--- src/rack_bridge_defines.svh ---
`ifndef RACK_BRIDGE_DEFINES_SVH
`define RACK_BRIDGE_DEFINES_SVH

// number of serial control links, picked by select values 1 to 7.
`define RB_N_LINKS 7

// request words held per link before the bus cycle is stalled.
`define RB_FIFO_DEPTH 4

// cycles to wait for a response start bit after the last request bit.
`define RB_LINK_TIMEOUT 256

`endif

--- src/wb_pkg.sv ---
package wb_pkg;

    // full target address as seen on the bus.
    typedef logic [24:0] wb_adr_t;

    // address forwarded to the remote board, low bits of wb_adr_t.
    typedef logic [21:0] link_adr_t;

    typedef logic [31:0] wb_dat_t;

    typedef logic [3:0] wb_sel_t;

    // 0 is no link, 1 to 7 pick a link.
    typedef logic [2:0] link_sel_t;

endpackage
--- src/rackctl_pkg.sv ---
`include "rack_bridge_defines.svh"

package rackctl_pkg;

    // serializer states of one link.
    typedef enum logic [1:0] {
        IDLE,
        SEND,
        WAIT_RSP,
        RECV
    } link_state_t;

    // counts frame bits, long enough for a full write frame.
    typedef logic [5:0] link_cnt_t;

    typedef logic [`RB_N_LINKS-1:0] link_err_t;

    // one queued request, fields in wire order, MSB first.
    typedef struct packed {
        logic               we;
        wb_pkg::link_adr_t  adr;
        wb_pkg::wb_sel_t    sel;
        wb_pkg::wb_dat_t    dat;
    } link_req_t;

endpackage

--- src/link_req_if.sv ---
`timescale 1ns/10ps

interface link_req_if;
    import wb_pkg::*;

    logic       stb;
    logic       we;
    link_adr_t  adr;
    wb_dat_t    dat;
    wb_sel_t    sel;
    logic       full;
    logic       pop;

    // bus side pushes one request per stb and honours full.
    modport producer (
        output stb, we, adr, dat, sel,
        input  full
    );

    // write side of the queue.
    modport buffer (
        input  stb, we, adr, dat, sel,
        output full
    );

    // read side of the queue, stb means head valid here.
    modport head (
        output stb, we, adr, dat, sel,
        input  pop
    );

    modport consumer (
        input  stb, we, adr, dat, sel,
        output pop
    );

endinterface

--- src/link_req_fifo.sv ---
`timescale 1ns/10ps
`include "rack_bridge_defines.svh"

module link_req_fifo (
    input  logic        wb_clk_i,
    input  logic        rst_n_i,
    link_req_if.buffer  in,
    link_req_if.head    out
);
    import rackctl_pkg::*;

    localparam int AW = $clog2(`RB_FIFO_DEPTH);

    link_req_t      mem [`RB_FIFO_DEPTH];
    link_req_t      head;
    logic [AW-1:0]  wr_ptr_q;
    logic [AW-1:0]  rd_ptr_q;
    logic [AW:0]    cnt_q;
    logic           push;
    logic           pop;

    assign in.full = (cnt_q == (AW+1)'(`RB_FIFO_DEPTH));
    assign push    = in.stb && !in.full;
    assign pop     = out.pop && out.stb;

    always_ff @(posedge wb_clk_i or negedge rst_n_i) begin
        if (!rst_n_i) begin
            wr_ptr_q <= '0;
            rd_ptr_q <= '0;
            cnt_q    <= '0;
        end else begin
            if (push) begin
                wr_ptr_q <= (wr_ptr_q == AW'(`RB_FIFO_DEPTH - 1)) ? '0 : wr_ptr_q + 1'b1;
            end
            if (pop) begin
                rd_ptr_q <= (rd_ptr_q == AW'(`RB_FIFO_DEPTH - 1)) ? '0 : rd_ptr_q + 1'b1;
            end
            case ({push, pop})
                2'b10:   cnt_q <= cnt_q + 1'b1;
                2'b01:   cnt_q <= cnt_q - 1'b1;
                default: cnt_q <= cnt_q;
            endcase
        end
    end

    always_ff @(posedge wb_clk_i) begin
        if (push) begin
            mem[wr_ptr_q] <= '{we: in.we, adr: in.adr, sel: in.sel, dat: in.dat};
        end
    end

    // head is shown as soon as the count says it is there.
    assign head    = mem[rd_ptr_q];
    assign out.stb = (cnt_q != '0);
    assign out.we  = head.we;
    assign out.adr = head.adr;
    assign out.sel = head.sel;
    assign out.dat = head.dat;

    a_no_push_full: assert property (@(posedge wb_clk_i) disable iff (!rst_n_i)
        in.stb |-> !in.full);

    a_no_pop_empty: assert property (@(posedge wb_clk_i) disable iff (!rst_n_i)
        out.pop |-> out.stb);

endmodule

--- src/rack_bridge_top.sv ---
`timescale 1ns/10ps
`include "rack_bridge_defines.svh"

module rack_bridge_top (
    input  logic                    wb_clk_i,
    input  logic                    rst_n_i,
    input  logic                    wb_cyc_i,
    input  logic                    wb_stb_i,
    input  logic                    wb_we_i,
    input  wb_pkg::wb_adr_t         wb_adr_i,
    input  wb_pkg::wb_dat_t         wb_dat_i,
    input  wb_pkg::wb_sel_t         wb_sel_i,
    output wb_pkg::wb_dat_t         wb_dat_o,
    output logic                    wb_ack_o,
    output logic                    wb_err_o,
    input  wb_pkg::link_sel_t       link_select_i,
    input  logic                    err_rst_i,
    output rackctl_pkg::link_err_t  bridge_err_o,
    output logic [`RB_N_LINKS-1:0]  link_tx_o,
    input  logic [`RB_N_LINKS-1:0]  link_rx_i
);
    import wb_pkg::*;

    link_req_if req_if [`RB_N_LINKS] ();
    link_req_if head_if [`RB_N_LINKS] ();

    logic [`RB_N_LINKS-1:0]  rsp_stb;
    logic [`RB_N_LINKS-1:0]  rsp_err;
    wb_dat_t                 rsp_dat [`RB_N_LINKS];

    wb_link_mux u_mux (
        .wb_clk_i      (wb_clk_i),
        .rst_n_i       (rst_n_i),
        .wb_cyc_i      (wb_cyc_i),
        .wb_stb_i      (wb_stb_i),
        .wb_we_i       (wb_we_i),
        .wb_adr_i      (wb_adr_i),
        .wb_dat_i      (wb_dat_i),
        .wb_sel_i      (wb_sel_i),
        .link_select_i (link_select_i),
        .wb_dat_o      (wb_dat_o),
        .wb_ack_o      (wb_ack_o),
        .wb_err_o      (wb_err_o),
        .req           (req_if),
        .rsp_stb_i     (rsp_stb),
        .rsp_err_i     (rsp_err),
        .rsp_dat_i     (rsp_dat)
    );

    // select value k+1 lands on g_link[k].
    for (genvar k = 0; k < `RB_N_LINKS; k++) begin : g_link
        link_req_fifo u_fifo (
            .wb_clk_i (wb_clk_i),
            .rst_n_i  (rst_n_i),
            .in       (req_if[k]),
            .out      (head_if[k])
        );

        rackctl_link u_link (
            .wb_clk_i     (wb_clk_i),
            .rst_n_i      (rst_n_i),
            .req          (head_if[k]),
            .rsp_stb_o    (rsp_stb[k]),
            .rsp_err_o    (rsp_err[k]),
            .rsp_dat_o    (rsp_dat[k]),
            .err_rst_i    (err_rst_i),
            .bridge_err_o (bridge_err_o[k]),
            .link_tx_o    (link_tx_o[k]),
            .link_rx_i    (link_rx_i[k])
        );
    end

endmodule

--- src/rackctl_link.sv ---
`timescale 1ns/10ps
`include "rack_bridge_defines.svh"

module rackctl_link (
    input  logic             wb_clk_i,
    input  logic             rst_n_i,
    link_req_if.consumer     req,
    output logic             rsp_stb_o,
    output logic             rsp_err_o,
    output wb_pkg::wb_dat_t  rsp_dat_o,
    input  logic             err_rst_i,
    output logic             bridge_err_o,
    output logic             link_tx_o,
    input  logic             link_rx_i
);
    import wb_pkg::*;
    import rackctl_pkg::*;

    // payload bits after the start bit, reads carry no data.
    localparam int WR_BITS = $bits(link_req_t);
    localparam int RD_BITS = WR_BITS - $bits(wb_dat_t);
    localparam int TW      = $clog2(`RB_LINK_TIMEOUT);

    link_state_t           state_q;
    logic [WR_BITS-1:0]    sh_q;
    link_cnt_t             cnt_q;
    logic [TW-1:0]         tmr_q;
    logic                  rd_q;
    logic                  tx_q;
    logic [31:0]           rx_sh_q;
    logic [32:0]           rx_word;
    logic                  rsp_stb_q;
    logic                  rsp_err_q;
    wb_dat_t               rsp_dat_q;
    logic                  err_q;
    logic                  timeout;
    logic                  rx_done;
    logic                  status;
    logic                  set_err;

    // pop the head the cycle it is seen, start bit goes out next.
    assign req.pop = (state_q == IDLE) && req.stb;

    assign rx_word = {rx_sh_q, link_rx_i};
    // status leads the data on reads and stands alone on writes.
    assign status  = rd_q ? rx_word[32] : link_rx_i;
    assign rx_done = (state_q == RECV) && (cnt_q == link_cnt_t'(1));
    assign timeout = (state_q == WAIT_RSP) && link_rx_i &&
                     (tmr_q == TW'(`RB_LINK_TIMEOUT - 1));
    assign set_err = timeout || (rx_done && status);

    always_ff @(posedge wb_clk_i or negedge rst_n_i) begin
        if (!rst_n_i) begin
            state_q   <= IDLE;
            cnt_q     <= '0;
            tmr_q     <= '0;
            rd_q      <= 1'b0;
            tx_q      <= 1'b1;
            rsp_stb_q <= 1'b0;
            rsp_err_q <= 1'b0;
            err_q     <= 1'b0;
        end else begin
            rsp_stb_q <= 1'b0;
            if (set_err) begin
                err_q <= 1'b1;
            end else if (err_rst_i) begin
                err_q <= 1'b0;
            end
            case (state_q)
                IDLE: begin
                    if (req.stb) begin
                        tx_q    <= 1'b0;
                        rd_q    <= !req.we;
                        cnt_q   <= req.we ? link_cnt_t'(WR_BITS) : link_cnt_t'(RD_BITS);
                        state_q <= SEND;
                    end
                end
                SEND: begin
                    tx_q  <= sh_q[WR_BITS-1];
                    cnt_q <= cnt_q - 1'b1;
                    if (cnt_q == link_cnt_t'(1)) begin
                        tmr_q   <= '0;
                        state_q <= WAIT_RSP;
                    end
                end
                WAIT_RSP: begin
                    tx_q  <= 1'b1;
                    tmr_q <= tmr_q + 1'b1;
                    if (!link_rx_i) begin
                        cnt_q   <= rd_q ? link_cnt_t'(33) : link_cnt_t'(1);
                        state_q <= RECV;
                    end else if (timeout) begin
                        rsp_stb_q <= rd_q;
                        rsp_err_q <= 1'b1;
                        state_q   <= IDLE;
                    end
                end
                RECV: begin
                    cnt_q <= cnt_q - 1'b1;
                    if (rx_done) begin
                        rsp_stb_q <= rd_q;
                        rsp_err_q <= status;
                        state_q   <= IDLE;
                    end
                end
                default: state_q <= IDLE;
            endcase
        end
    end

    always_ff @(posedge wb_clk_i) begin
        if (req.pop) begin
            sh_q <= {req.we, req.adr, req.sel, req.dat};
        end else if (state_q == SEND) begin
            sh_q <= {sh_q[WR_BITS-2:0], 1'b0};
        end
        if (state_q == RECV) begin
            rx_sh_q <= rx_word[31:0];
        end
        if (rx_done) begin
            rsp_dat_q <= rx_word[31:0];
        end
    end

    assign link_tx_o    = tx_q;
    assign rsp_stb_o    = rsp_stb_q;
    assign rsp_err_o    = rsp_err_q;
    assign rsp_dat_o    = rsp_dat_q;
    assign bridge_err_o = err_q;

    a_tx_idle_high: assert property (@(posedge wb_clk_i) disable iff (!rst_n_i)
        (state_q == IDLE) |-> link_tx_o);

endmodule

--- src/wb_link_mux.sv ---
`timescale 1ns/10ps
`include "rack_bridge_defines.svh"

module wb_link_mux (
    input  logic                    wb_clk_i,
    input  logic                    rst_n_i,
    input  logic                    wb_cyc_i,
    input  logic                    wb_stb_i,
    input  logic                    wb_we_i,
    input  wb_pkg::wb_adr_t         wb_adr_i,
    input  wb_pkg::wb_dat_t         wb_dat_i,
    input  wb_pkg::wb_sel_t         wb_sel_i,
    input  wb_pkg::link_sel_t       link_select_i,
    output wb_pkg::wb_dat_t         wb_dat_o,
    output logic                    wb_ack_o,
    output logic                    wb_err_o,
    link_req_if.producer            req [`RB_N_LINKS],
    input  logic [`RB_N_LINKS-1:0]  rsp_stb_i,
    input  logic [`RB_N_LINKS-1:0]  rsp_err_i,
    input  wb_pkg::wb_dat_t         rsp_dat_i [`RB_N_LINKS]
);
    import wb_pkg::*;

    typedef enum logic [1:0] {
        M_IDLE,
        M_RSP,
        M_END
    } mux_state_t;

    mux_state_t              state_q;
    link_sel_t               idx;
    link_sel_t               cur_q;
    logic [`RB_N_LINKS-1:0]  full_vec;
    logic [`RB_N_LINKS-1:0]  req_stb_q;
    logic                    req_we_q;
    link_adr_t               req_adr_q;
    wb_dat_t                 req_dat_q;
    wb_sel_t                 req_sel_q;
    logic                    ack_q;
    logic                    err_q;
    wb_dat_t                 dat_q;

    // select k+1 is link k.
    assign idx = link_select_i - 3'd1;

    for (genvar k = 0; k < `RB_N_LINKS; k++) begin : g_req
        assign req[k].stb  = req_stb_q[k];
        assign req[k].we   = req_we_q;
        assign req[k].adr  = req_adr_q;
        assign req[k].dat  = req_dat_q;
        assign req[k].sel  = req_sel_q;
        assign full_vec[k] = req[k].full;
    end

    always_ff @(posedge wb_clk_i or negedge rst_n_i) begin
        if (!rst_n_i) begin
            state_q   <= M_IDLE;
            cur_q     <= '0;
            req_stb_q <= '0;
            ack_q     <= 1'b0;
            err_q     <= 1'b0;
        end else begin
            req_stb_q <= '0;
            ack_q     <= 1'b0;
            err_q     <= 1'b0;
            case (state_q)
                M_IDLE: begin
                    if (wb_cyc_i && wb_stb_i) begin
                        if (link_select_i == '0) begin
                            err_q   <= 1'b1;
                            state_q <= M_END;
                        end else if (!full_vec[idx]) begin
                            req_stb_q[idx] <= 1'b1;
                            cur_q          <= idx;
                            // writes are posted, reads wait for the remote.
                            if (wb_we_i) begin
                                ack_q   <= 1'b1;
                                state_q <= M_END;
                            end else begin
                                state_q <= M_RSP;
                            end
                        end
                    end
                end
                M_RSP: begin
                    if (rsp_stb_i[cur_q]) begin
                        ack_q   <= !rsp_err_i[cur_q];
                        err_q   <= rsp_err_i[cur_q];
                        state_q <= M_END;
                    end
                end
                // master drops stb while ack or err is up.
                M_END: state_q <= M_IDLE;
                default: state_q <= M_IDLE;
            endcase
        end
    end

    always_ff @(posedge wb_clk_i) begin
        if (state_q == M_IDLE) begin
            req_we_q  <= wb_we_i;
            req_adr_q <= wb_adr_i[21:0];
            req_dat_q <= wb_dat_i;
            req_sel_q <= wb_sel_i;
        end
        if (state_q == M_RSP && rsp_stb_i[cur_q]) begin
            dat_q <= rsp_dat_i[cur_q];
        end
    end

    assign wb_ack_o = ack_q;
    assign wb_err_o = err_q;
    assign wb_dat_o = dat_q;

    a_ack_err_excl: assert property (@(posedge wb_clk_i) disable iff (!rst_n_i)
        !(wb_ack_o && wb_err_o));

endmodule

--- config.mk ---
export PLATFORM = sky130hd
export DESIGN_NAME = rack_bridge_top
export DESIGN_NICKNAME = d
export VERILOG_FILES = /design/src/wb_pkg.sv /design/src/rackctl_pkg.sv /design/src/link_req_if.sv /design/src/link_req_fifo.sv /design/src/rack_bridge_top.sv /design/src/rackctl_link.sv /design/src/wb_link_mux.sv
export VERILOG_INCLUDE_DIRS = /design/src
export SDC_FILE = /design/constraint.sdc
export NUM_CORES = 2
export LEC_CHECK = 0
export ABC_AREA = 1
export BUFFER_PORTS_ARGS = -buffer_cell sky130_fd_sc_hd__buf_2
export CAP_MARGIN = 20
export CORE_MARGIN = 3
export CORE_UTILIZATION = 37
export DETAILED_ROUTE_END_ITERATION = 12
export PLACE_DENSITY_LB_ADDON = 0.2
export SYNTH_ARGS = -nofsm -noshare
export SYNTH_HDL_FRONTEND = slang
export SYNTH_SLANG_ARGS = --single-unit
--- constraint.sdc ---
create_clock -name wb_clk_i -period 4.53 [get_ports wb_clk_i]
set_input_delay 1.359 -clock wb_clk_i [delete_from_list [all_inputs] [get_ports wb_clk_i]]
set_output_delay 1.359 -clock wb_clk_i [all_outputs]
set_load 0.02 [all_outputs]
Yosys cells after proc, flatten, opt, wreduce, memory -nomap -nowiden
Memory sizes are Yosys's and may differ from the RTL's.
Cells that the tools add are included.
{"block": "totals", "register_bits": 1162, "latchBits": 0, "mem_bits_rw": 1652, "rom_bits": 0, "input_bits": 77, "out_inout_bits": 48, "word_cells": 727, "n_memories": 7}
{"block": "classes", "add_sub_neg": 43, "multipliers": 0, "div": 0, "magnitude_cmp": 4, "n_eq_ne": 123, "n_shift": 0, "muxes": 256, "n_bitwise": 3, "n_reduce_logical": 183}
{"memory": "g_link[0].u_fifo.mem", "words": 4, "width": 59, "read_ports": 1, "rd_clocked_by_memory_dff": 0, "wr": 1, "line_no": "link_req_fifo.sv:14", "text": "link_req_t mem [`RB_FIFO_DEPTH];"}
{"memory": "g_link[1].u_fifo.mem", "words": 4, "width": 59, "read_ports": 1, "rd_clocked_by_memory_dff": 0, "wr": 1, "line_no": "link_req_fifo.sv:14"}
{"memory": "g_link[2].u_fifo.mem", "words": 4, "width": 59, "read_ports": 1, "rd_clocked_by_memory_dff": 0, "wr": 1, "line_no": "link_req_fifo.sv:14"}
{"memory": "g_link[3].u_fifo.mem", "words": 4, "width": 59, "read_ports": 1, "rd_clocked_by_memory_dff": 0, "wr": 1, "line_no": "link_req_fifo.sv:14"}
{"memory": "g_link[4].u_fifo.mem", "words": 4, "width": 59, "read_ports": 1, "rd_clocked_by_memory_dff": 0, "wr": 1, "line_no": "link_req_fifo.sv:14"}
{"memory": "g_link[5].u_fifo.mem", "words": 4, "width": 59, "read_ports": 1, "rd_clocked_by_memory_dff": 0, "wr": 1, "line_no": "link_req_fifo.sv:14"}
{"memory": "+1 memories"}
{"cell": "2-to-1 mux 59 bit", "n": 14}
{"cell": "2-to-1 mux 6 bit", "n": 28}
{"cell": "case mux 6 bit (3 select lines)", "n": 7}
{"cell": "case mux 8 bit (2 select lines)", "n": 7}
{"cell": "2-to-1 mux 2 bit", "n": 54}
{"cell": "binary-select mux 32 bit (select 3 bit)", "n": 1}
{"cell": "2-to-1 mux 1 bit", "n": 90}
{"cell": "== test 2 bit, second input constant", "n": 35}
{"cell": "nonzero test 2 bit", "n": 35}
{"cell": "2-to-1 mux 32 bit", "n": 2}
{"cell": "AND reduction 4 bit", "n": 15}
{"cell": "adder 8 x 1 -> 8 bit, second input constant", "n": 7}
{"cell": "== test 8 bit, second input constant", "n": 7}
{"cell": "2-to-1 mux 8 bit", "n": 7}
{"cell": "case mux 2 bit (4 select lines)", "n": 7}
{"cell": "AND reduction 2 bit", "n": 28}
{"cell": "logical AND 1 bit", "n": 52}
{"cell": "!= test 2 x 1 -> 1 bit, second input constant", "n": 23}
{"cell": "== test 6 x 1 -> 1 bit, second input constant", "n": 7}
{"cell": "!= test 2 bit, second input constant", "n": 21}
{"cell": "case mux 3 bit (2 select lines)", "n": 7}
{"cell": "nonzero test 3 bit", "n": 14}
{"cell": "subtractor 6 x 1 -> 6 bit, second input constant", "n": 7}
{"cell": "case mux 1 bit (2 select lines)", "n": 16}
{"cell": "22 further kinds", "n": 121}

Longest topological paths before layout
{"block": "depth", "ltp_word": 9, "depth_mapped": 15}

By module
A second synthesis with hierarchy kept.
{"block": "unflattened", "cells_unflattened": 9656, "area_unflattened_um2": 117108.6}
{"mod": "link_req_fifo (g_link[0].u_fifo ...)", "n_inst": 6, "cells_per_inst": 748, "area_per_inst_um2": 9751.9}
{"mod": "rackctl_link (g_link[0].u_link ...)", "n_inst": 6, "cells_per_inst": 500, "area_per_inst_um2": 5820.6}
{"mod": "link_req_fifo (g_link[6].u_fifo)", "n_inst": 1, "cells_per_inst": 748, "area_per_inst_um2": 9750.6}
{"mod": "wb_link_mux", "n_inst": 1, "cells_per_inst": 930, "area_per_inst_um2": 8156.6}
{"mod": "rackctl_link (g_link[6].u_link)", "n_inst": 1, "cells_per_inst": 490, "area_per_inst_um2": 5766.8}

Worst setup path after synthesis
OpenSTA, ideal clock, no wires.
{"block": "synth_timing", "path_type": "register to register", "startpoint": "register g_link[6].u_fifo.cnt_q[2]", "endpoint": "memory g_link[6].u_fifo.mem[0][0] (netlist name) (enable)", "t_arrival_ns": 3.340, "t_required_ns": 4.054, "path_slack_ns": 0.714, "path_stages_with_launch": 6, "cell_sequence": "dfrtp_1 inv_1 nor3_2 nor2_1 inv_1 nor2_1"}
{"block": "synth_between", "elab_chain_len": 5}
{"item": "start, declared", "line_no": "link_req_fifo.sv:18", "text": "logic [AW:0] cnt_q;"}
{"item": "start signal, assigned", "line_no": "link_req_fifo.sv:39", "text": "2'b10: cnt_q <= cnt_q + 1'b1;"}
{"item": "start signal, assigned", "line_no": "link_req_fifo.sv:40", "text": "2'b01: cnt_q <= cnt_q - 1'b1;"}
{"item": "start signal, assigned", "line_no": "link_req_fifo.sv:41", "text": "default: cnt_q <= cnt_q;"}
{"item": "== test 3 bit", "line_no": "link_req_fifo.sv:22", "text": "assign in.full = (cnt_q == (AW+1)'(`RB_FIFO_DEPTH));"}
{"item": "zero test 1 bit", "line_no": "link_req_fifo.sv:23", "text": "assign push = in.stb && !in.full;"}
{"item": "logical AND 1 bit", "line_no": "link_req_fifo.sv:23"}
{"item": "2-to-1 mux 1 bit", "line_no": "link_req_fifo.sv:47", "text": "if (push) begin"}
{"item": "2-to-1 mux 1 bit (not written as such)", "line_no": "link_req_fifo.sv:48", "text": "mem[wr_ptr_q] <= '{we: in.we, adr: in.adr, sel: in.sel, dat: in.dat};"}
{"item": "end, declared", "line_no": "link_req_fifo.sv:14"}
No other way between the ends.

Worst setup path in the final report
{"block": "layout_timing", "startpoint": "register u_mux.cur_q[1]", "endpoint": "register u_mux.dat_q[12] (netlist: u_mux.wb_dat_o[12]) (enable)"}
{"block": "layout_between", "elab_chain_len": 3}
{"item": "start, declared", "line_no": "wb_link_mux.sv:32", "text": "link_sel_t cur_q;"}
{"item": "start signal, assigned", "line_no": "wb_link_mux.sv:74", "text": "cur_q <= idx;"}
{"item": "binary-select mux 1 bit (select 3 bit)", "line_no": "wb_link_mux.sv:106", "text": "if (state_q == M_RSP && rsp_stb_i[cur_q]) begin"}
{"item": "2-to-1 mux 1 bit (not written as such)", "line_no": "wb_link_mux.sv:106"}
{"item": "logical AND 1 bit", "line_no": "wb_link_mux.sv:106"}
{"item": "end signal, assigned", "line_no": "wb_link_mux.sv:107", "text": "dat_q <= rsp_dat_i[cur_q];"}
{"item": "end, declared", "line_no": "wb_link_mux.sv:41", "text": "wb_dat_t dat_q;"}
No other way between the ends. The select of a mux whose other input is x is not followed.
A chain may end at the register's enable or synchronous reset.

==> summary.txt <==
Peak VDD IR: 0.419 mV
IO buf count: 121
number of H-tree branching levels: 5
DRC violations left: 0
wire length per cell after detailed routing: 20.3 microns
all-layer global routing usage: 16.7%
antenna violations before repair: 9
vias in the first global route: 62,477
async set-or-reset flop fraction in the synthesized netlist: 7.46%
critical path cell sequence: inv_2, nor2_2, buf_4, nand2_1, o211ai_1, nand3_1, inv_1, buf_4
number of distinct library cell variants in the gate-level netlist after synthesis: 44
total placed instance area: 0.114 sq mm
Most common cell on crit path: buf_4
largest incremental delay on the critical path: 810 ps
Final TNS setup: 0 ps
placeable core region: 0.292 sq mm
Slowest cell on crit path: dfrtp_2
starting utilization of the core area: 37.3%
total standard cell area after synthesis: 0.109 sq mm
power density over the cells: 659 mW/mm^2
top achievable clock speed: 0.322 GHz
total number of vias: 63,717
synthesized netlist net count: 8,464
post-CTS setup-driven buffer insertion count: 0
area of all placed cells without fillers: 0.124 sq mm
Std-Cell Rows: 198
portion of the post-synthesis area used by sequential elements: 76.7%
setup clock skew after layout: 50.4 ps
count of final setup violators: 0
top-level I/O count: 125
class of the most critical hold timing path: register to register
final RePlAce weighted congestion: 0.783
commonest non-fill, non-tap cell in the layout: edfxtp_1
Setup CP Type: register to register
fin. max-slew vios: 0
Worst slew margin: 25.7%
capturing element type of the critical path: register
clock-pin slew of the registers on the worst-case setup and hold paths: 60 ps
Static Leakage: 42.2 nW
number of buffers between clock root and the deepest sink: 4
clock latency at the later pin of the worst-skew pair: 850 ps
flops & latches, synth: 2,814
# clock sinks: 2,814
first-iteration detailed-routing DRC count: 5,317
overall die area: 0.301 sq mm
DRT Wirelength: 255,000 microns
Die W: 548 microns
net count reported at finish: 8,630
ratio of final minimum period to clock period: 68.5%
cts repair resizes: 0
endpoint required time on the critical path: 5020 ps
average footprint of a synthesized cell: 13.2 sq um
clock tree root driver cell: clkbuf_16
number of buffers added by the clock tree synthesis step: 302
die outline height: 548 microns
run status: completed
number of instances in the synthesized netlist: 8,273
CP max FO: 35
number of enable-type register cells in the synthesized netlist: 2,604
Initial DRT Pass Iterations: 6
Worst EP arrival: 3590 ps
total grt overflow: 0
clock tree from TritonCTS: built
first-pass GRT wire length: 388,000 microns
leading cell types in the layout, fill and taps excluded: edfxtp_1, nor2_1, o21ai_0, a31oi_1, nand2_1
total of warnings raised by yosys: 0
endpoints failing hold: 0
pin count of the biggest net entering global routing: 122
cts-stage hold buffer count: 0
half-perimeter wire length after detailed placement: 141,000 microns
post-layout minimum cycle time: 3100 ps
vias per cell: 5.07
antenna viol nets, final: 0
slew at the pin closest to its max-slew limit: 1110 ps
crit start category: register
predominant post-synthesis flop cell: edfxtp_1
RSZ-0062 raised after global routing: no
share of post-route cells with drive strength above 1: 9.43%
relative area change from synthesis to final layout: 13.7%
reported max-cap violation count: 0
-- sequential cells by signal, summed over array words and instances, names as in the netlist, 32 cells and up --
register                 count
g_link.u_fifo.mem         1652
u_mux.req.dat               32
u_mux.wb_dat_o              32
g_link.u_link.tmr_q         56
g_link.u_link.rx_sh_q      224
g_link.u_link.rsp_dat_o    224
g_link.u_link.sh_q         413
g_link.u_link.cnt_q         42
-- cell usage after synthesis, types with 26 or more instances --
cell         n  share of area, %
ha_1       107               1.2
clkbuf_1   165              0.57
nand3_1     79              0.36
o22ai_1     33              0.19
inv_1      241              0.83
inv_2       26             0.090
nand4_1     27              0.16
buf_2      224               1.0
o21ai_0   1024               4.7
a21oi_1     93              0.43
edfxtp_1  2604                72
xor2_1      29              0.23
o21ai_1     34              0.16
dfrtp_1    203               4.7
a31oi_1    438               2.5
nor2_1    2351               8.1
nand2_1    405               1.4
-- report_power, final --
group	switching [W]	internal, W	total, W
sequential	0.00230	0.0351	0.0374
combinational	0.0149	0.00567	0.0206
clock	0.00994	0.0136	0.0235
total	0.0271	0.0544	0.0815
-- layout make-up --
class / count / area [sq um]
well taps: 3900 / 4880
clock inverters: 141 / 1260
diodes: 5 / 12.5
multi-input cells: 4758 / 22600
flip-flops and latches: 2814 / 83500
repair buffers: 296 / 2340
inverters: 267 / 1020
fillers: 26670 / 168000
clock buffers: 394 / 8060
-- metrics by stage --
stage | hold WS [ps] | total power [W] | util (%) | std cells | setup slack, ps
after floorplan | 421 | 0.0511 | - | 8273 | 714
after global placement | 423 | 0.0584 | 39.1 | 12029 | 1360
after detailed placement | 429 | 0.0589 | 39.2 | 12032 | 1420
after CTS | 425 | 0.0826 | 42.4 | 12567 | 1410
after global routing | 441 | 0.0863 | 42.4 | 12571 | 1140
final | 423 | 0.0815 | 42.4 | 12575 | 1430
-- kinds of logic (layout without fill, tap and decap cells) --
kind of cell,count (synthesis),after routing,share of synthesized area (%)
and+or+nand+nor,2909,2909,10.3
adders and majority gates,114,114,1.36
buffers and inverters,701,1098,2.76
muxes,1,1,0.00920
DFF,2814,2814,76.7
other,0,5,0
xor gates and xnor gates,43,43,0.346
AOI/OAI and AO/OA,1691,1691,8.51
-- metal layers --
layer	routed length, microns	track usage [%]
met5	13	0
met1	116000	23.0
met4	6640	4.68
met3	11500	2.17
met2	121000	27.7
-- final timing paths --
kind	startpoint	end	slack (ps)	depth (start not counted)
worst max-delay path	u_mux.cur_q[1]	u_mux.wb_dat_o[12]	1430	8
worst min-delay path	g_link[4].u_link.rx_sh_q[4]	g_link[4].u_link.rsp_dat_o[5]	420	0
worst max register to register	u_mux.cur_q[1]	u_mux.wb_dat_o[12]	1430	8
worst min register to register	g_link[4].u_link.rx_sh_q[4]	g_link[4].u_link.rsp_dat_o[5]	420	0
max in group asynchronous	rst_n_i	g_link[3].u_link.link_tx_o	2990	2
min in group asynchronous	rst_n_i	g_link[6].u_link.tmr_q[4]	570	1
-- worst max-delay path: cells and delay by family (launching register included) --
family / cells / cell delay (ps)
flip-flops: 1 / 810
AND/OR/NAND/NOR: 3 / 420
buffers and inverters: 4 / 1340
AO/OA/AOI/OAI: 1 / 130
Power figures use the tool's default switching activity.
